### src/source/raster_pkg.sv
package raster_pkg;

    // ####################
    // Raster position
    // ####################

    localparam int POS_W = 10;  // Frames up to 1024 x 1024

    // Position of one pixel inside the frame
    typedef struct packed {
        logic [POS_W-1:0] row;
        logic [POS_W-1:0] col;
    } raster_pos_t;

endpackage

### src/source/pixel_pkg.sv
package pixel_pkg;

    // ####################
    // Pixel and window sizes
    // ####################

    localparam int PIX_W    = 8;   // Greyscale depth
    localparam int WIN      = 5;   // Window is WIN x WIN
    localparam int COLSUM_W = 11;  // Holds 5 * 255
    localparam int SUM_W    = 13;  // Holds 25 * 255

    typedef logic [PIX_W-1:0] pixel_t;

    // One vertical slice of the window, cur is the newest row
    typedef struct packed {
        pixel_t top;
        pixel_t up3;
        pixel_t up2;
        pixel_t up1;
        pixel_t cur;
    } column_t;

    typedef logic [COLSUM_W-1:0] colsum_t;
    typedef logic [SUM_W-1:0]    winsum_t;

endpackage
### src/source/box_filter_top.sv
`timescale 1ns/100ps

module box_filter_top #(
    parameter int COLS = 16,
    parameter int ROWS = 8
) (
    input  logic                    clk,
    input  logic                    rst,
    input  logic                    i_valid,
    input  pixel_pkg::pixel_t       i_pixel,
    output logic                    o_valid,
    output pixel_pkg::winsum_t      o_sum,
    output raster_pkg::raster_pos_t o_pos
);
    import pixel_pkg::*;
    import raster_pkg::*;

    raster_pos_t pos_in;     // Position of the incoming pixel
    logic        col_valid;
    column_t     col_data;   // Five-pixel column, one cycle later
    raster_pos_t col_pos;

    // ####################
    // Pixel position
    // ####################

    raster_counter #(
        .COLS (COLS),
        .ROWS (ROWS)
    ) u_raster_counter (
        .clk     (clk),
        .rst     (rst),
        .i_valid (i_valid),
        .o_pos   (pos_in)
    );

    // ####################
    // Column builder
    // ####################

    line_buffer #(
        .COLS (COLS)
    ) u_line_buffer (
        .clk      (clk),
        .rst      (rst),
        .i_valid  (i_valid),
        .i_pixel  (i_pixel),
        .i_pos    (pos_in),
        .o_valid  (col_valid),
        .o_column (col_data),
        .o_pos    (col_pos)
    );

    // ####################
    // Window summer
    // ####################

    window_sum #(
        .COLS (COLS)
    ) u_window_sum (
        .clk      (clk),
        .rst      (rst),
        .i_valid  (col_valid),
        .i_column (col_data),
        .i_pos    (col_pos),
        .o_valid  (o_valid),
        .o_sum    (o_sum),
        .o_pos    (o_pos)
    );

endmodule

### src/source/window_sum.sv
`timescale 1ns/100ps

module window_sum #(
    parameter int COLS = 16
) (
    input  logic                    clk,
    input  logic                    rst,
    input  logic                    i_valid,
    input  pixel_pkg::column_t      i_column,
    input  raster_pkg::raster_pos_t i_pos,
    output logic                    o_valid,
    output pixel_pkg::winsum_t      o_sum,
    output raster_pkg::raster_pos_t o_pos
);
    import pixel_pkg::*;
    import raster_pkg::*;

    localparam int PAIR_W = PIX_W + 1;
    localparam int QUAD_W = PIX_W + 2;
    localparam int COL_W  = $clog2(COLS);  // Columns never exceed COLS-1

    // Payload of the first adder stage
    typedef struct packed {
        raster_pos_t       pos;
        logic [PAIR_W-1:0] pair_hi;  // top + up3
        logic [PAIR_W-1:0] pair_lo;  // up2 + up1
        pixel_t            cur;
    } stage1_t;

    // Payload of the second adder stage
    typedef struct packed {
        raster_pos_t       pos;
        logic [QUAD_W-1:0] quad;
        pixel_t            cur;
    } stage2_t;

    // Payload of the column sum stage
    typedef struct packed {
        raster_pos_t pos;
        colsum_t     sum;
    } stage3_t;

    logic    s1_valid;
    logic    s2_valid;
    logic    s3_valid;
    stage1_t s1;
    stage2_t s2;
    stage3_t s3;

    colsum_t           hist [WIN];  // hist[k] is the column sum k+1 columns back
    winsum_t           acc_q;
    winsum_t           acc_next;
    logic [COL_W-1:0]  s3_col;

    // ####################
    // Valid pipeline
    // ####################

    always_ff @(posedge clk) begin
        if (rst) begin
            s1_valid <= 1'b0;
            s2_valid <= 1'b0;
            s3_valid <= 1'b0;
            o_valid  <= 1'b0;
        end else begin
            s1_valid <= i_valid;
            s2_valid <= s1_valid;
            s3_valid <= s2_valid;
            o_valid  <= s3_valid;
        end
    end

    // ####################
    // Column adder tree
    // ####################

    always_ff @(posedge clk) begin
        if (rst) begin
            s1 <= '0;
            s2 <= '0;
            s3 <= '0;
        end else begin
            if (i_valid) begin
                s1.pos     <= i_pos;
                s1.pair_hi <= PAIR_W'(i_column.top) + PAIR_W'(i_column.up3);
                s1.pair_lo <= PAIR_W'(i_column.up2) + PAIR_W'(i_column.up1);
                s1.cur     <= i_column.cur;  // Fifth pixel waits a stage
            end
            if (s1_valid) begin
                s2.pos  <= s1.pos;
                s2.quad <= QUAD_W'(s1.pair_hi) + QUAD_W'(s1.pair_lo);
                s2.cur  <= s1.cur;
            end
            if (s2_valid) begin
                s3.pos <= s2.pos;
                s3.sum <= colsum_t'(s2.quad) + colsum_t'(s2.cur);
            end
        end
    end

    // ####################
    // Column sum history
    // ####################

    always_ff @(posedge clk) begin
        if (rst) begin
            for (int k = 0; k < WIN; k++) begin
                hist[k] <= '0;
            end
        end else if (s3_valid) begin
            hist[0] <= s3.sum;
            for (int k = 1; k < WIN; k++) begin
                hist[k] <= hist[k-1];
            end
        end
    end

    // ####################
    // Row accumulator
    // ####################

    assign s3_col = s3.pos.col[COL_W-1:0];

    // Load at the row start, grow for the first WIN columns, then slide
    always_comb begin
        if (s3_col == '0) begin
            acc_next = winsum_t'(s3.sum);
        end else if (s3_col < COL_W'(WIN)) begin
            acc_next = acc_q + winsum_t'(s3.sum);
        end else begin
            acc_next = acc_q + winsum_t'(s3.sum) - winsum_t'(hist[WIN-1]);
        end
    end

    always_ff @(posedge clk) begin
        if (rst) begin
            acc_q <= '0;
            o_pos <= '0;
        end else if (s3_valid) begin
            acc_q <= acc_next;
            o_pos <= s3.pos;  // Bottom-right corner of the window
        end
    end

    assign o_sum = acc_q;

endmodule

### src/source/line_buffer.sv
`timescale 1ns/100ps

module line_buffer #(
    parameter int COLS = 16
) (
    input  logic                    clk,
    input  logic                    rst,
    input  logic                    i_valid,
    input  pixel_pkg::pixel_t       i_pixel,
    input  raster_pkg::raster_pos_t i_pos,
    output logic                    o_valid,
    output pixel_pkg::column_t      o_column,
    output raster_pkg::raster_pos_t o_pos
);
    import pixel_pkg::*;
    import raster_pkg::*;

    localparam int LINES  = WIN - 1;
    localparam int ADDR_W = $clog2(COLS);

    // line_mem[0] holds the row above, line_mem[LINES-1] the oldest
    pixel_t            line_mem [LINES][COLS];
    pixel_t            tap      [LINES];
    logic [ADDR_W-1:0] addr;
    column_t           column_next;

    assign addr = i_pos.col[ADDR_W-1:0];

    // ####################
    // Line memories
    // ####################

    always_comb begin
        for (int k = 0; k < LINES; k++) begin
            tap[k] = line_mem[k][addr];
        end
    end

    // Shift the column down one line, newest pixel goes on top
    always_ff @(posedge clk) begin
        if (i_valid) begin
            line_mem[0][addr] <= i_pixel;
            for (int k = 1; k < LINES; k++) begin
                line_mem[k][addr] <= tap[k-1];
            end
        end
    end

    // ####################
    // Column assembly
    // ####################

    // Older lines may still hold the previous frame, so mask by row
    always_comb begin
        column_next.cur = i_pixel;
        column_next.up1 = (i_pos.row > POS_W'(0)) ? tap[0] : '0;
        column_next.up2 = (i_pos.row > POS_W'(1)) ? tap[1] : '0;
        column_next.up3 = (i_pos.row > POS_W'(2)) ? tap[2] : '0;
        column_next.top = (i_pos.row > POS_W'(3)) ? tap[3] : '0;
    end

    always_ff @(posedge clk) begin
        if (rst) begin
            o_valid  <= 1'b0;
            o_column <= '0;
            o_pos    <= '0;
        end else begin
            o_valid <= i_valid;
            if (i_valid) begin
                o_column <= column_next;
                o_pos    <= i_pos;
            end
        end
    end

endmodule

### src/source/raster_counter.sv
`timescale 1ns/100ps

module raster_counter #(
    parameter int COLS = 16,
    parameter int ROWS = 8
) (
    input  logic                    clk,
    input  logic                    rst,
    input  logic                    i_valid,
    output raster_pkg::raster_pos_t o_pos
);
    import raster_pkg::*;

    logic [POS_W-1:0] col_q;
    logic [POS_W-1:0] row_q;
    logic             last_col;
    logic             last_row;

    // ####################
    // Frame edges
    // ####################

    assign last_col = (col_q == POS_W'(COLS - 1));
    assign last_row = (row_q == POS_W'(ROWS - 1));

    // ####################
    // Counters
    // ####################

    // Steps once per accepted pixel, next frame starts right after the last one
    always_ff @(posedge clk) begin
        if (rst) begin
            col_q <= '0;
            row_q <= '0;
        end else if (i_valid) begin
            if (last_col) begin
                col_q <= '0;
                if (last_row) begin
                    row_q <= '0;  // Wrap to a new frame
                end else begin
                    row_q <= row_q + 1'b1;
                end
            end else begin
                col_q <= col_q + 1'b1;
            end
        end
    end

    // Position of the pixel presented in this cycle
    assign o_pos.row = row_q;
    assign o_pos.col = col_q;

endmodule

### config.mk
export PLATFORM = sky130hd
export DESIGN_NAME = box_filter_top
export DESIGN_NICKNAME = d
export VERILOG_FILES = /design/src/source/raster_pkg.sv /design/src/source/pixel_pkg.sv /design/src/source/box_filter_top.sv /design/src/source/window_sum.sv /design/src/source/line_buffer.sv /design/src/source/raster_counter.sv
export SDC_FILE = /design/constraint.sdc
export NUM_CORES = 1
export LEC_CHECK = 0
export ABC_CLOCK_PERIOD_IN_PS = 5300
export BUFFER_PORTS_ARGS = -buffer_cell sky130_fd_sc_hd__buf_2
export CAP_MARGIN = 0
export CORE_MARGIN = 5
export CORE_UTILIZATION = 35
export CTS_CLUSTER_DIAMETER = 30
export DETAILED_ROUTE_END_ITERATION = 6
export PLACE_DENSITY = 0.54
export SYNTH_ARGS = -nofsm -noshare
export SYNTH_HDL_FRONTEND = slang
export SYNTH_SLANG_ARGS = --single-unit
### constraint.sdc
create_clock -name clk -period 5.3 [get_ports clk]
set_input_delay 0.265 -clock clk [delete_from_list [all_inputs] [get_ports clk]]
set_output_delay 0.265 -clock clk [all_outputs]
set_load 0.01 [all_outputs]
# Word-level counts from Yosys, hierarchy flattened
# Memories as Yosys holds them, arrays and structs flattened.
# Cells that the tools add are included.
classes:
  n_eq_ne: 2
  reduce_logical: 3
  mux: 34
  bitwise: 6
  addsub: 8
  magnitude_cmp: 7
op_table:
  columns: ["operator", "n"]
  rows:
  - ["$bmux 8 s4", 4]
  - ["$mux 128", 1]
  - ["$mux 8", 13]
  - ["$mux 11", 5]
  - ["$demux 8 s4", 1]
  - ["$mux 13", 2]
  - ["$add 10x1->10 const B", 2]
  - ["$gt 10x1->1 const B", 2]
  - ["$gt 10x2->1 const B", 2]
  - ["$mux 10", 2]
  - ["$add 8x8->9", 2]
  - ["$add 13x11->13", 1]
  - ["$sub 13x11->13", 1]
  - ["$add 10x8->11", 1]
  - ["$add 9x9->10", 1]
  - ["$eq 10x3->1 const B", 1]
  - ["$eq 10x4->1 const B", 1]
  - ["$mux 1", 6]
  - ["$ge 5x5->1 const B", 1]
  - ["$lt 5x1->1 const B", 1]
  - ["$not 4->5", 1]
  - ["$or 1x1->1", 5]
  - ["$logic_not 4->1", 1]
  - ["$lt 4x3->1 const B", 1]
  - ["2 further kinds", 2]
totals:
  ff_bits: 233
  mem_count: 2
  ram_bits: 567
  out_inout_bits: 34
  word_cells: 91
memory_table:
  columns: ["name", "words", "word_bits", "read_ports", "rd_clocked_by_memory_dff", "write_ports", "line", "source"]
  rows:
  - ["u_line_buffer.line_mem", 4, 128, 4, 0, 4, "line_buffer.sv:22", "pixel_t line_mem [LINES][COLS];"]
  - ["u_window_sum.hist", 5, 11, 5, 0, 5, "window_sum.sv:50", "colsum_t hist [WIN];"]

# Longest topological paths before layout
# Gate-level depths: netlist of the first run.
depth:
  word_depth: 6
  mapped_depth: 15

# Hierarchy
# From an unflattened synthesis of the first run, not the netlist that was laid out.
hier_totals:
  cells_unflattened: 2114
  area_unflattened_um2: 32499.9
by_module_without_submodules:
  columns: ["module", "area_each_um2", "cells_each", "instances"]
  rows:
  - ["line_buffer", 21725.8, 1027, 1]
  - ["window_sum", 9830.7, 983, 1]
  - ["raster_counter", 943.4, 104, 1]

# Worst setup path before layout of the first run
# OpenSTA, ideal clock, no wires.
synth_timing:
  path_type: "register to register"
  startpoint: "reg u_window_sum.acc_q[0] (netlist: u_window_sum.o_sum[0])"
  endpoint: "reg u_window_sum.acc_q[12] (netlist: u_window_sum.o_sum[12])"
  setup_ns: 0.117
  t_required_ns: 5.183
  path_slack_ns: 2.114
  t_arrival_ns: 3.068
  stages_incl_launch_ff: 16
  period_less_slack_ns: 3.186
  cell_sequence: "dfxtp_1 > ha_1 > fa_1 > a211oi_1 > o21bai_1 > a21oi_1 > xnor2_1 > ha_1 > nor3_1 > nor2_1 > nand3_1 > a211oi_2 > nor3b_2 > mux2i_1 > o31ai_1 > nand2b_1"
synth_via:
  elab_chain_cells: 4
synth_rtl:
  columns: ["item", "line", "source"]
  rows:
  - ["from (decl)", "window_sum.sv:51", "winsum_t acc_q;"]
  - ["from (signal assigned)", "window_sum.sv:140", "acc_q <= acc_next;"]
  - ["$add 13x11->13 (*)", "window_sum.sv:129, window_sum.sv:131", null]
  - ["$sub 13x11->13", "window_sum.sv:131", "acc_next = acc_q + winsum_t'(s3.sum) - winsum_t'(hist[WIN-1]);"]
  - ["$mux 13 (*)", "window_sum.sv:128", "end else if (s3_col < COL_W'(WIN)) begin"]
  - ["$mux 13 (*)", "window_sum.sv:126", "if (s3_col == '0) begin"]
# Mark *: on every way between the ends. The rest lies on a longest branch, timed or not.
# A chain may end at the register's enable or synchronous reset.

# Final worst setup path of the first run
# Same ends and word-level chain as after synthesis.

==> qor.csv, run 1 <==
metric,value,unit
Internal,13700,uW
Num CTS Buffers,160,
CP max stage delay,0.47,ns
"Setup Fix Bufs, Post-CTS",0,
final core utilization,43.0,%
CP endpoint kind,flop,
DRT iter0 DRCs,1303,
clock network power share,57.2,%
first-pass GRT wire length,113,mm
"Hold Vio Cnt, Final",0,
fill count,8044,
CTS root buf,clkbuf_16,
clk buf depth,3,
Initial Util,35.1,%
Post-synth EDFFs,567,
syn_area_per_cell,16.0,sq um
dpl hpwl,39.6,mm
type of the worst setup path,flop to flop,
DR WL/cell,21.2,um
Reg power frac,39.4,%
min setup slack post-route,1.75,ns
Syn-to-layout area delta,22.3,%
most frequent cells in the layout,"edfxtp_1, nor2_1, dfxtp_1",
status,"complete, no violations",
CORE AREA,0.0912,sq mm
Relative slew margins,30.5,%
post-synthesis cell count,2003,
Crit-path slowest cell,fa_1,
CTS clock-pin slew for the worst setup and hold paths,0.05,ns
clock latency at the later pin of the worst-skew pair,0.72,ns
Worst Path Arrival,4.19,ns
Slew @ Worst Pin,1.04,ns
die width,313,um
vias in the first global route,18439,
Switch Pwr,3860,uW
drt first pass iters,5,
synth warn,0,
Detail Route Antenna Nets,0,
maximum VDD drop,0.263,mV
grt total ovfl,0,
post-synthesis register bit count,800,
number of max-cap violations,0,
Crit path max-delay family,compound AO/OA/AOI/OAI gates,
CP required,5.94,ns
Antenna diodes,0,
max-slew violations,0,
via count,17648,
pin count of the biggest net entering global routing,124,
Syn Std Cell Area,0.0321,sq mm
initial antenna violation count,0,
# DRC,0,
RSZ-0062 raised after global routing,false,
Yosys cell types,60,
LEAKAGE,0.0136,uW
CTS tree,built,
crit start category,flop,
flop-to-flop setup slack,1.75,ns
ratio of cells with drive above 1 in the final layout,23.3,%
final instance area,0.0392,sq mm
worst-path cell chain,"ha_1, fa_1, a211oi_1, o21bai_1, a21oi_1, xnor2_1, ha_1, nor3_1, nor2_1, nand3_1, a211oi_2, nor3b_2, mux2i_1, o31ai_1, nand2b_1",
vias per inst,5.08,
GP Congestion,0.807,
Hold Crit Class,flop to flop,
final wirelength,73.6,mm
post-synthesis sequential area ratio,67.7,%
Sw Share,22.0,%
Final setup violation count,0,
Die Y,313,um
input/output buffers,44,
min Tclk post-route,3.55,ns
Comb power frac,3.4,%
setup TNS,0,ns
H-tree Lvls,4,
Worst Path Buf+Inv,0,
Power Density,448,mW/mm^2
Critical Path Most Common Cell,ha_1,
Worst Skew,0.0325,ns
clock sink total,800,
fmax,282,MHz
Nets,2231,
dpl cell area,0.0336,sq mm
Main synth FF type,edfxtp_1,
post-place setup slack,1.81,ns
# rows,111,
Syn Nets,2083,
"most common cell after layout, fill and taps aside",edfxtp_1,
Final period util,66.9,%
asr flop ratio synth,0,%
die area,0.0978,sq mm
total global-route track usage,15.1,%
"Max FO, Critical Path",4,
# IOs,45,
-- registers in the layout, summed over array words and instances, names as in the netlist --
register and cells:
u_window_sum.s1_valid 1, u_window_sum.hist 55, u_window_sum.o_pos 20, u_window_sum.s3_valid 1, u_window_sum.s1 46, u_window_sum.s3 31, u_window_sum.o_valid 1, u_line_buffer.o_column 40
u_window_sum.s2 38, u_line_buffer.o_pos 20, u_raster_counter.row_q 10, u_line_buffer.line_mem 512, u_window_sum.o_sum 13, u_line_buffer.o_valid 1, u_window_sum.s2_valid 1, u_raster_counter.col_q 10
-- tightest hold or removal path: stages (launching register included) --
cell and delay, ns:
dfxtp_1 0.32, nand2_1 0.06, o21ai_1 0.05
-- synthesized netlist by cell type (all sizes together) (11+ instances only) --
library cell  instances  area [sq um]
mux2i               150          1500
nand2b               11          68.8
and2                 68           425
nor3                 15          75.1
dfxtp               233          4660
ha                   63           788
edfxtp              567         17000
mux4                160          3640
xor2                 18           158
clkbuf               69           259
buf                  28           226
a22oi                32           240
nand2                47           176
a21oi                50           250
nor2                249           935
xnor2                34           298
inv                  48           180
o21ai                33           169
nand3                20           100
-- cells by family (layout without fill, tap and decap cells) --
family          after synthesis  count (layout)  share of synthesized area [%]
mux                         311             311                           16.1
fa+ha+maj                    69              69                           2.83
simple gates                447             447                           6.33
buf+inv                     146             428                           2.09
xor+xnor                     52              52                           1.42
compound gates              178             178                           3.60
flops                       800             800                           67.7
-- final timing paths --
kind / endpoint / start / cells after the start
worst max-delay path: u_window_sum.o_sum[12] / u_window_sum.o_sum[0] / 15
worst min-delay path: u_window_sum.o_sum[2] / u_window_sum.o_sum[2] / 2
worst max register to register: u_window_sum.o_sum[12] / u_window_sum.o_sum[0] / 15
worst min register to register: u_window_sum.o_sum[2] / u_window_sum.o_sum[2] / 2
-- power groups by stage --
stage	logic [uW]	clock network [uW]	registers [uW]
2_1_floorplan	451	0	7000
3_3_place_gp	592	0	7030
3_5_place_dp	609	0	7030
4_1_cts	617	10200	6920
5_1_grt	658	10600	6920
6_report	605	10000	6920
-- stage by stage --
step	hold WS, ns	power, uW	std cells
6_report	0.480	17600	3471
5_1_grt	0.476	18100	3471
4_1_cts	0.456	17800	3471
3_5_place_dp	0.463	7640	3165
3_3_place_gp	0.462	7620	3165
2_1_floorplan	0.364	7450	2003
-- layout make-up --
cell class              count  area [sq um]  share of cell area (%)
flip-flops and latches    800         21700                    55.3
multi-input cells        1057          9750                    24.8
clock buffers             187          4250                    10.8
well taps                1186          1480                    3.78
clock inverters           109          1290                    3.28
repair buffers             83           569                    1.45
inverters                  49           184                   0.469
-- repair_timing --
action / CTS / global route
endpoints found under the hold margin: 174 / 0
gates resized for setup: 0 / 0
hold buffers: 10 / 0
-- per-layer routing --
metal	vias to the layer above	wire length (um)	global-route usage, %
met3	132	4220	3.42
met1	9041	33500	20.8
met5	-	0	0
met4	0	1720	5.32
li1	8002	-	-
met2	473	34200	23.7
Note: power is estimated with default switching activity, not from simulation.
==> run 2: changes to the inputs <==
- ABC_AREA: default -> 1
- ABC_CLOCK_PERIOD_IN_PS: 5300 -> 3650
- clock period: 5.3 -> 3.65 ns (I/O delays scaled with it)
==> run 2 against run 1 <==
Against the previous run: area after synthesis rose by 2.8%; worst setup slack got worse by 1.1 ns; core utilization grew 0.45 points; wire length grew 18%; die area rose by 2.7%; combinational power up 130%; flip-flop and latch count unchanged; cell count up 35%; maximum frequency increased by 18%; critical path type unchanged; critical endpoint unchanged; largest cell class unchanged; highest routed layer is now met5.
==> qor.csv, run 2 <==
metric,value,unit,change
clock latency at the later pin of the worst-skew pair,0.73,ns,about the same
Detail Route Antenna Nets,0,,unchanged
Simple-Gate Fraction of Synth Area,14.5,%,+8.2 points
final instance area,0.0406,sq mm,+3.5%
Multi-input gate area,0.00986,sq mm,+1.2%
drt first pass iters,7,,+2
Yosys top cell by area,edfxtp_1,,
vias in the first global route,22240,,+21%
register area,0.0217,sq mm,about the same
commonest cells in the synthesized netlist,"nor2_1, edfxtp_1, nand2_1",,
# DRC,0,,unchanged
Main synth FF type,edfxtp_1,,
Worst Path Arrival,3.61,ns,-0.58 ns
largest register by flop count,u_line_buffer.line_mem,,
Post-synth EDFFs,567,,unchanged
reg2reg start,u_window_sum.o_sum[0],,
CP required,4.26,ns,-1.68 ns
syn_area_per_cell,10.4,sq um,-35%
Yosys cell types,49,,-18%
most frequent cells in the layout,"nor2_1, edfxtp_1, nand2_1",,
die area,0.100,sq mm,+2.7%
Syn-to-layout area delta,23.2,%,
Comb power frac,5.4,%,+2.0 points
Syn Std Cell Area,0.0330,sq mm,+2.8%
final core utilization,43.4,%,+0.45 points
CP endpoint kind,flop,,
die width,317,um,+1.4%
Slew @ Worst Pin,1.13,ns,+0.0836 ns
first-pass GRT wire length,132,mm,+17%
DRT iter0 DRCs,1691,,+30%
FF-to-FF path depth,16,,+1
Nets,3362,,+51%
Final setup violation count,0,,unchanged
"most common cell after layout, fill and taps aside",nor2_1,,
grt total ovfl,0,,unchanged
"Max FO, Critical Path",4,,unchanged
post-synthesis compound-gate area fraction,11.5,%,+7.9 points
number of max-cap violations,0,,unchanged
Switch Pwr,5990,uW,+55%
H-tree Lvls,4,,unchanged
Power Density,648,mW/mm^2,+45%
GP Congestion,0.840,,+4.1%
crit start category,flop,,
Initial Util,35.3,%,+0.13 points
CTS clock-pin slew for the worst setup and hold paths,0.05,ns,about the same
CP max stage delay,0.48,ns,about the same
status,"complete, no violations",,
area fraction of the dominant cell type after synthesis,51.7,%,-1.5 points
clock network power share,55.9,%,-1.3 points
DR WL/cell,18.6,um,-12%
CTS root buf,clkbuf_16,,
Worst Skew,0.0389,ns,+0.00631 ns
pin count of the biggest net entering global routing,131,,+5.6%
vias per inst,4.94,,-2.9%
Worst Hold Path EP,u_window_sum.s2_valid,,
hold depth,3,,+1
Syn Nets,3236,,+55%
Die Y,317,um,+1.4%
RSZ-0062 raised after global routing,false,,
Sw Share,22.8,%,+0.80 points
CORE AREA,0.0935,sq mm,+2.4%
"count leader, synth",nor2_1,,
# IOs,45,,unchanged
max-slew violations,0,,unchanged
via count,23062,,+31%
Regs by FF count,"u_line_buffer.line_mem: 512 flops, u_window_sum.hist: 55 flops, u_window_sum.s1: 46 flops",,
fill count,8860,,+10%
setup TNS,0,ns,unchanged
Reg power frac,38.7,%,-0.7 points
fmax,333,MHz,+18%
Num CTS Buffers,162,,+1.3%
maximum VDD drop,0.383,mV,+46%
"Hold Vio Cnt, Final",0,,unchanged
post-synthesis xor/xnor area fraction,0.717,%,-0.70 points
Final period util,82.3,%,+15 points
ratio of cells with drive above 1 in the final layout,12.4,%,-11 points
Relative slew margins,24.8,%,-5.7 points
Worst R2R End,u_window_sum.o_sum[12],,
asr flop ratio synth,0,%,unchanged
worst-path cell chain,"ha_1, fa_1, nand3_1, nand2_1, nand2_1, nand3b_1, and2_1, ha_1, nand2_1, inv_1, a21oi_1, nand3_1, a21boi_0, nand3_1, nand3_1, nand2_1",,
Internal,20300,uW,+48%
total global-route track usage,17.1,%,+2.0 points
flop-to-flop setup slack,0.65,ns,-1.11 ns
LEAKAGE,0.0154,uW,+13%
dpl hpwl,47.7,mm,+21%
post-synthesis sequential area ratio,65.8,%,-1.9 points
clock sink total,800,,unchanged
largest family of logic cells by synthesized area,simple AND/OR/NAND/NOR gates,,
initial antenna violation count,2,,+2
mux contribution to synthesized area,0,%,-16 points
max reg flops,512,,unchanged
synth warn,0,,unchanged
type of the worst setup path,flop to flop,,
Crit-path slowest cell,fa_1,,
post-synthesis cell count,3156,,+58%
top post-synthesis cells by area,"edfxtp_1, dfxtp_1, nor2_1, nand2_1, o21ai_0",,
"share of synthesized cell area in full adder, half adder and majority cells",2.76,%,-0.078 points
clk buf depth,3,,unchanged
input/output buffers,44,,unchanged
min Tclk post-route,3.00,ns,-0.545 ns
post-synthesis register bit count,800,,unchanged
"Power, Total",26300,uW,+50%
Hold Crit Class,primary input to flop,,
final wirelength,86.8,mm,+18%
min-delay src,rst,,
dpl cell area,0.0349,sq mm,+4.0%
CTS tree,built,,
# rows,112,,+0.90%
run 2: how the worst max path moves through the flow:
stage	from	end	slack, ns
4_1_cts	u_window_sum.o_sum[0]	u_window_sum.o_sum[12]	0.67
2_1_floorplan	u_raster_counter.col_q[0]	u_line_buffer.line_mem[0][120]	0.69
6_report	u_window_sum.o_sum[0]	u_window_sum.o_sum[12]	0.65
5_1_grt	u_window_sum.o_sum[0]	u_window_sum.o_sum[12]	0.36
3_5_place_dp	u_window_sum.o_sum[0]	u_window_sum.o_sum[12]	0.67
3_3_place_gp	u_window_sum.o_sum[0]	u_window_sum.o_sum[12]	0.70
run 2: power by group through the flow:
stage,registers (uW),clock network [uW],logic [uW]
finish,10200,14700,1420
floorplan,10300,0,914
global placement,10300,0,1410
global route,10200,15500,1580
detailed placement,10300,0,1410
CTS,10200,14900,1430
run 2: metrics by stage:
step           hold slack [ns]  cells  setup WS [ns]
6_report                 0.372   4670          0.647
5_1_grt                  0.361   4669          0.360
4_1_cts                  0.338   4669          0.667
3_5_place_dp             0.453   4362          0.666
3_3_place_gp             0.445   4362          0.700
2_1_floorplan            0.281   3156          0.689
run 2: area by class of cell:
class / count / area share [%]
antenna: 1 / 0.00616
clock buffer: 193 / 10.7
clock inverter: 104 / 3.00
inverter: 210 / 1.97
multi-input combinational: 1982 / 24.3
sequential: 800 / 53.4
tap: 1254 / 3.86
timing repair buffer: 126 / 2.71
run 2: routing by layer:
metal	wire length [um]	GRT usage, %	share of wire [%]
met5	13	0	0.015
met1	39600	23.3	46
met2	40500	27.8	47
met4	1700	4.76	2.0
met3	5040	3.50	5.8
run 2: cells by family after synthesis:
group / after synthesis
AOI/OAI and AO/OA: 693
xor gates and xnor gates: 27
adders and majority gates: 69
buffers and inverters: 374
DFF: 800
and+or+nand+nor: 1193
run 2: worst max-delay path, delay by kind of cell (launching register included):
family	cells	cell delay, ns
AO/OA/AOI/OAI	2	0.43
flip-flops	1	0.32
buffers and inverters	1	0.04
adder cells (fa/ha/maj)	3	1.06
AND/OR/NAND/NOR	10	1.06
run 2: timing repair:
| action | 4_1_cts | 5_1_grt |
|---|---|---|
| hold buffers | 10 | 0 |
| buffers inserted | 0 | 0 |
| resized for setup | 0 | 0 |
| endpoints found under the setup margin | 0 | 0 |
| endpoints found under the hold margin | 151 | 0 |
==> run 3: changes to the inputs <==
- ABC_CLOCK_PERIOD_IN_PS: 3650 -> 2600
- PLACE_DENSITY: 0.54 -> 0.56
- clock period: 3.65 -> 2.6 ns (I/O delays scaled with it)
==> run 3 against run 2 <==
Against the previous run: first-iteration DRC count is 6.8% higher; register-to-register slack worse by 0.56 ns; sequential power is 40% higher; total power increased by 44%; sequential share of layout area down 2.0 points; largest power group unchanged; critical path depth is 1 higher; clock skew down 0.0022 ns; core utilization rose by 1.7 points; clock power up 45%; non-clock buffer count increased by 93.
==> qor.csv, run 3 (synthesis results as in run 2) <==
metric,value,unit,change
ratio of cells with drive above 1 in the final layout,17.3,%,+5.0 points
clock sink total,800,,unchanged
final core utilization,45.2,%,+1.7 points
clk buf depth,3,,unchanged
"Power, Total",37800,uW,+44%
first-pass GRT wire length,134,mm,+1.5%
Internal,29000,uW,+43%
min setup slack post-route,0.0903,ns,-0.557 ns
Power Density,895,mW/mm^2,+38%
Die Y,317,um,unchanged
input/output buffers,44,,unchanged
fmax,398,MHz,+20%
DRT iter0 DRCs,1806,,+6.8%
Slew @ Worst Pin,1.10,ns,-0.0310 ns
H-tree Lvls,4,,unchanged
dpl cell area,0.0358,sq mm,+2.4%
Regs by FF count,"u_line_buffer.line_mem: 512 flops, u_window_sum.hist: 55 flops, u_window_sum.s1: 46 flops",,
via count,23743,,+3.0%
Critical Path Most Common Cell,nand2_1,,
final instance area,0.0422,sq mm,+4.0%
vias in the first global route,23163,,+4.2%
CTS clock-pin slew for the worst setup and hold paths,0.05,ns,about the same
min Tclk post-route,2.51,ns,-0.493 ns
# rows,112,,unchanged
worst-path cell chain,"ha_4, buf_4, nand2_1, nor2_2, nand2_2, nand2_2, nand2_1, and2_4, ha_4, nand2_1, nand2_1, a21oi_2, nand3_2, a21boi_2, nand3_1, nand3_2, nand2_1",,
# DRC,0,,unchanged
Nets,3463,,+3.0%
initial antenna violation count,0,,-2
status,"complete, no violations",,
Antenna diodes,0,,-1
fill count,8727,,-1.5%
CP required,3.22,ns,-1.04 ns
max reg flops,512,,unchanged
pin count of the biggest net entering global routing,115,,-12%
# IOs,45,,unchanged
Reg power frac,37.8,%,-0.9 points
total global-route track usage,17.2,%,+0.14 points
max-slew violations,0,,unchanged
Worst Path Arrival,3.13,ns,-0.48 ns
CTS tree,built,,
Syn-to-layout area delta,28.1,%,
Worst Skew,0.0367,ns,-0.00216 ns
Final setup violation count,0,,unchanged
"Hold Vio Cnt, Final",0,,unchanged
GP Congestion,0.821,,-2.3%
number of max-cap violations,0,,unchanged
Detail Route Antenna Nets,0,,unchanged
drt first pass iters,5,,-2
die area,0.100,sq mm,unchanged
Crit path max-delay family,simple AND/OR/NAND/NOR gates,,
Switch Pwr,8790,uW,+47%
maximum VDD drop,0.590,mV,+54%
Comb power frac,5.9,%,+0.5 points
most frequent cells in the layout,"nor2_1, edfxtp_1, nand2_1",,
final wirelength,87.7,mm,+1.0%
clock network power share,56.3,%,+0.4 points
CTS root buf,clkbuf_16,,
vias per inst,4.97,,+0.54%
Num CTS Buffers,170,,+4.9%
grt total ovfl,0,,unchanged
clock latency at the later pin of the worst-skew pair,0.74,ns,about the same
CORE AREA,0.0935,sq mm,unchanged
Worst Path Buf+Inv,1,,unchanged
Sw Share,23.2,%,+0.48 points
RSZ-0062 raised after global routing,true,,
crit start category,flop,,
post-place setup slack,-0.183,ns,-0.850 ns
type of the worst setup path,flop to flop,,
CP endpoint kind,flop,,
Initial Util,35.3,%,unchanged
die width,317,um,unchanged
Relative slew margins,26.7,%,+1.9 points
dpl hpwl,49.6,mm,+3.9%
DR WL/cell,18.3,um,-1.4%
CP max stage delay,0.33,ns,-0.15 ns
LEAKAGE,0.0161,uW,+4.4%
Crit-path slowest cell,dfxtp_2,,
"Max FO, Critical Path",4,,unchanged
Hold Crit Class,primary input to flop,,
Final period util,96.5,%,+14 points
largest register by flop count,u_line_buffer.line_mem,,
register area,0.0217,sq mm,about the same
Multi-input gate area,0.0103,sq mm,+4.6%
==> run 3: power groups by stage <==
stage | clock network, uW | registers (uW) | logic, uW
after global routing | 22300 | 14300 | 2480
after detailed placement | 0 | 14500 | 2150
after floorplan | 0 | 14500 | 1280
after global placement | 0 | 14500 | 2140
after CTS | 21600 | 14300 | 2190
final | 21300 | 14300 | 2240
==> run 3: repair_timing <==
item,CTS,global route
cloned,0,0
pin swaps,9,46
gates resized for setup,19,92
buffers inserted,2,6
hold buffers,10,0
hold endpoints to repair,180,0
endpoints found under the setup margin,6,10
==> run 3: final timing paths <==
kind | start | to | slack [ns] | cells past startpoint
max | u_window_sum.o_sum[3] | u_window_sum.o_sum[12] | 0.09 | 17
min | i_pixel[1] | u_line_buffer.line_mem[0][73] | 0.38 | 2
max reg2reg | u_window_sum.o_sum[3] | u_window_sum.o_sum[12] | 0.09 | 17
min reg2reg | u_line_buffer.o_pos[10] | u_window_sum.s1[36] | 0.46 | 2
==> run 3: cell type report <==
cell class                 count  area share [%]
multi-input combinational   1982            24.4
sequential                   800            51.4
inverter                     210            1.90
tap                         1254            3.72
clock buffer                 206            10.7
clock inverter               111            3.08
timing repair buffer         219            4.74
==> run 3: per-stage QoR <==
stage	setup TNS [ns]	instances	hold WS, ns
after floorplan	-118.59	3156	0.229
after global placement	-0.623	4447	0.438
after detailed placement	-0.711	4447	0.445
after CTS	0	4776	0.327
after global routing	-0.235	4782	0.359
final	0	4782	0.378
==> run 3: metal layers <==
layer	GRT usage, %	vias up	share of wire [%]
li1	-	11458	-
met1	23.6	11560	46
met2	27.3	587	46
met3	3.60	138	5.6
met4	5.84	0	2.2
met5	0	-	0
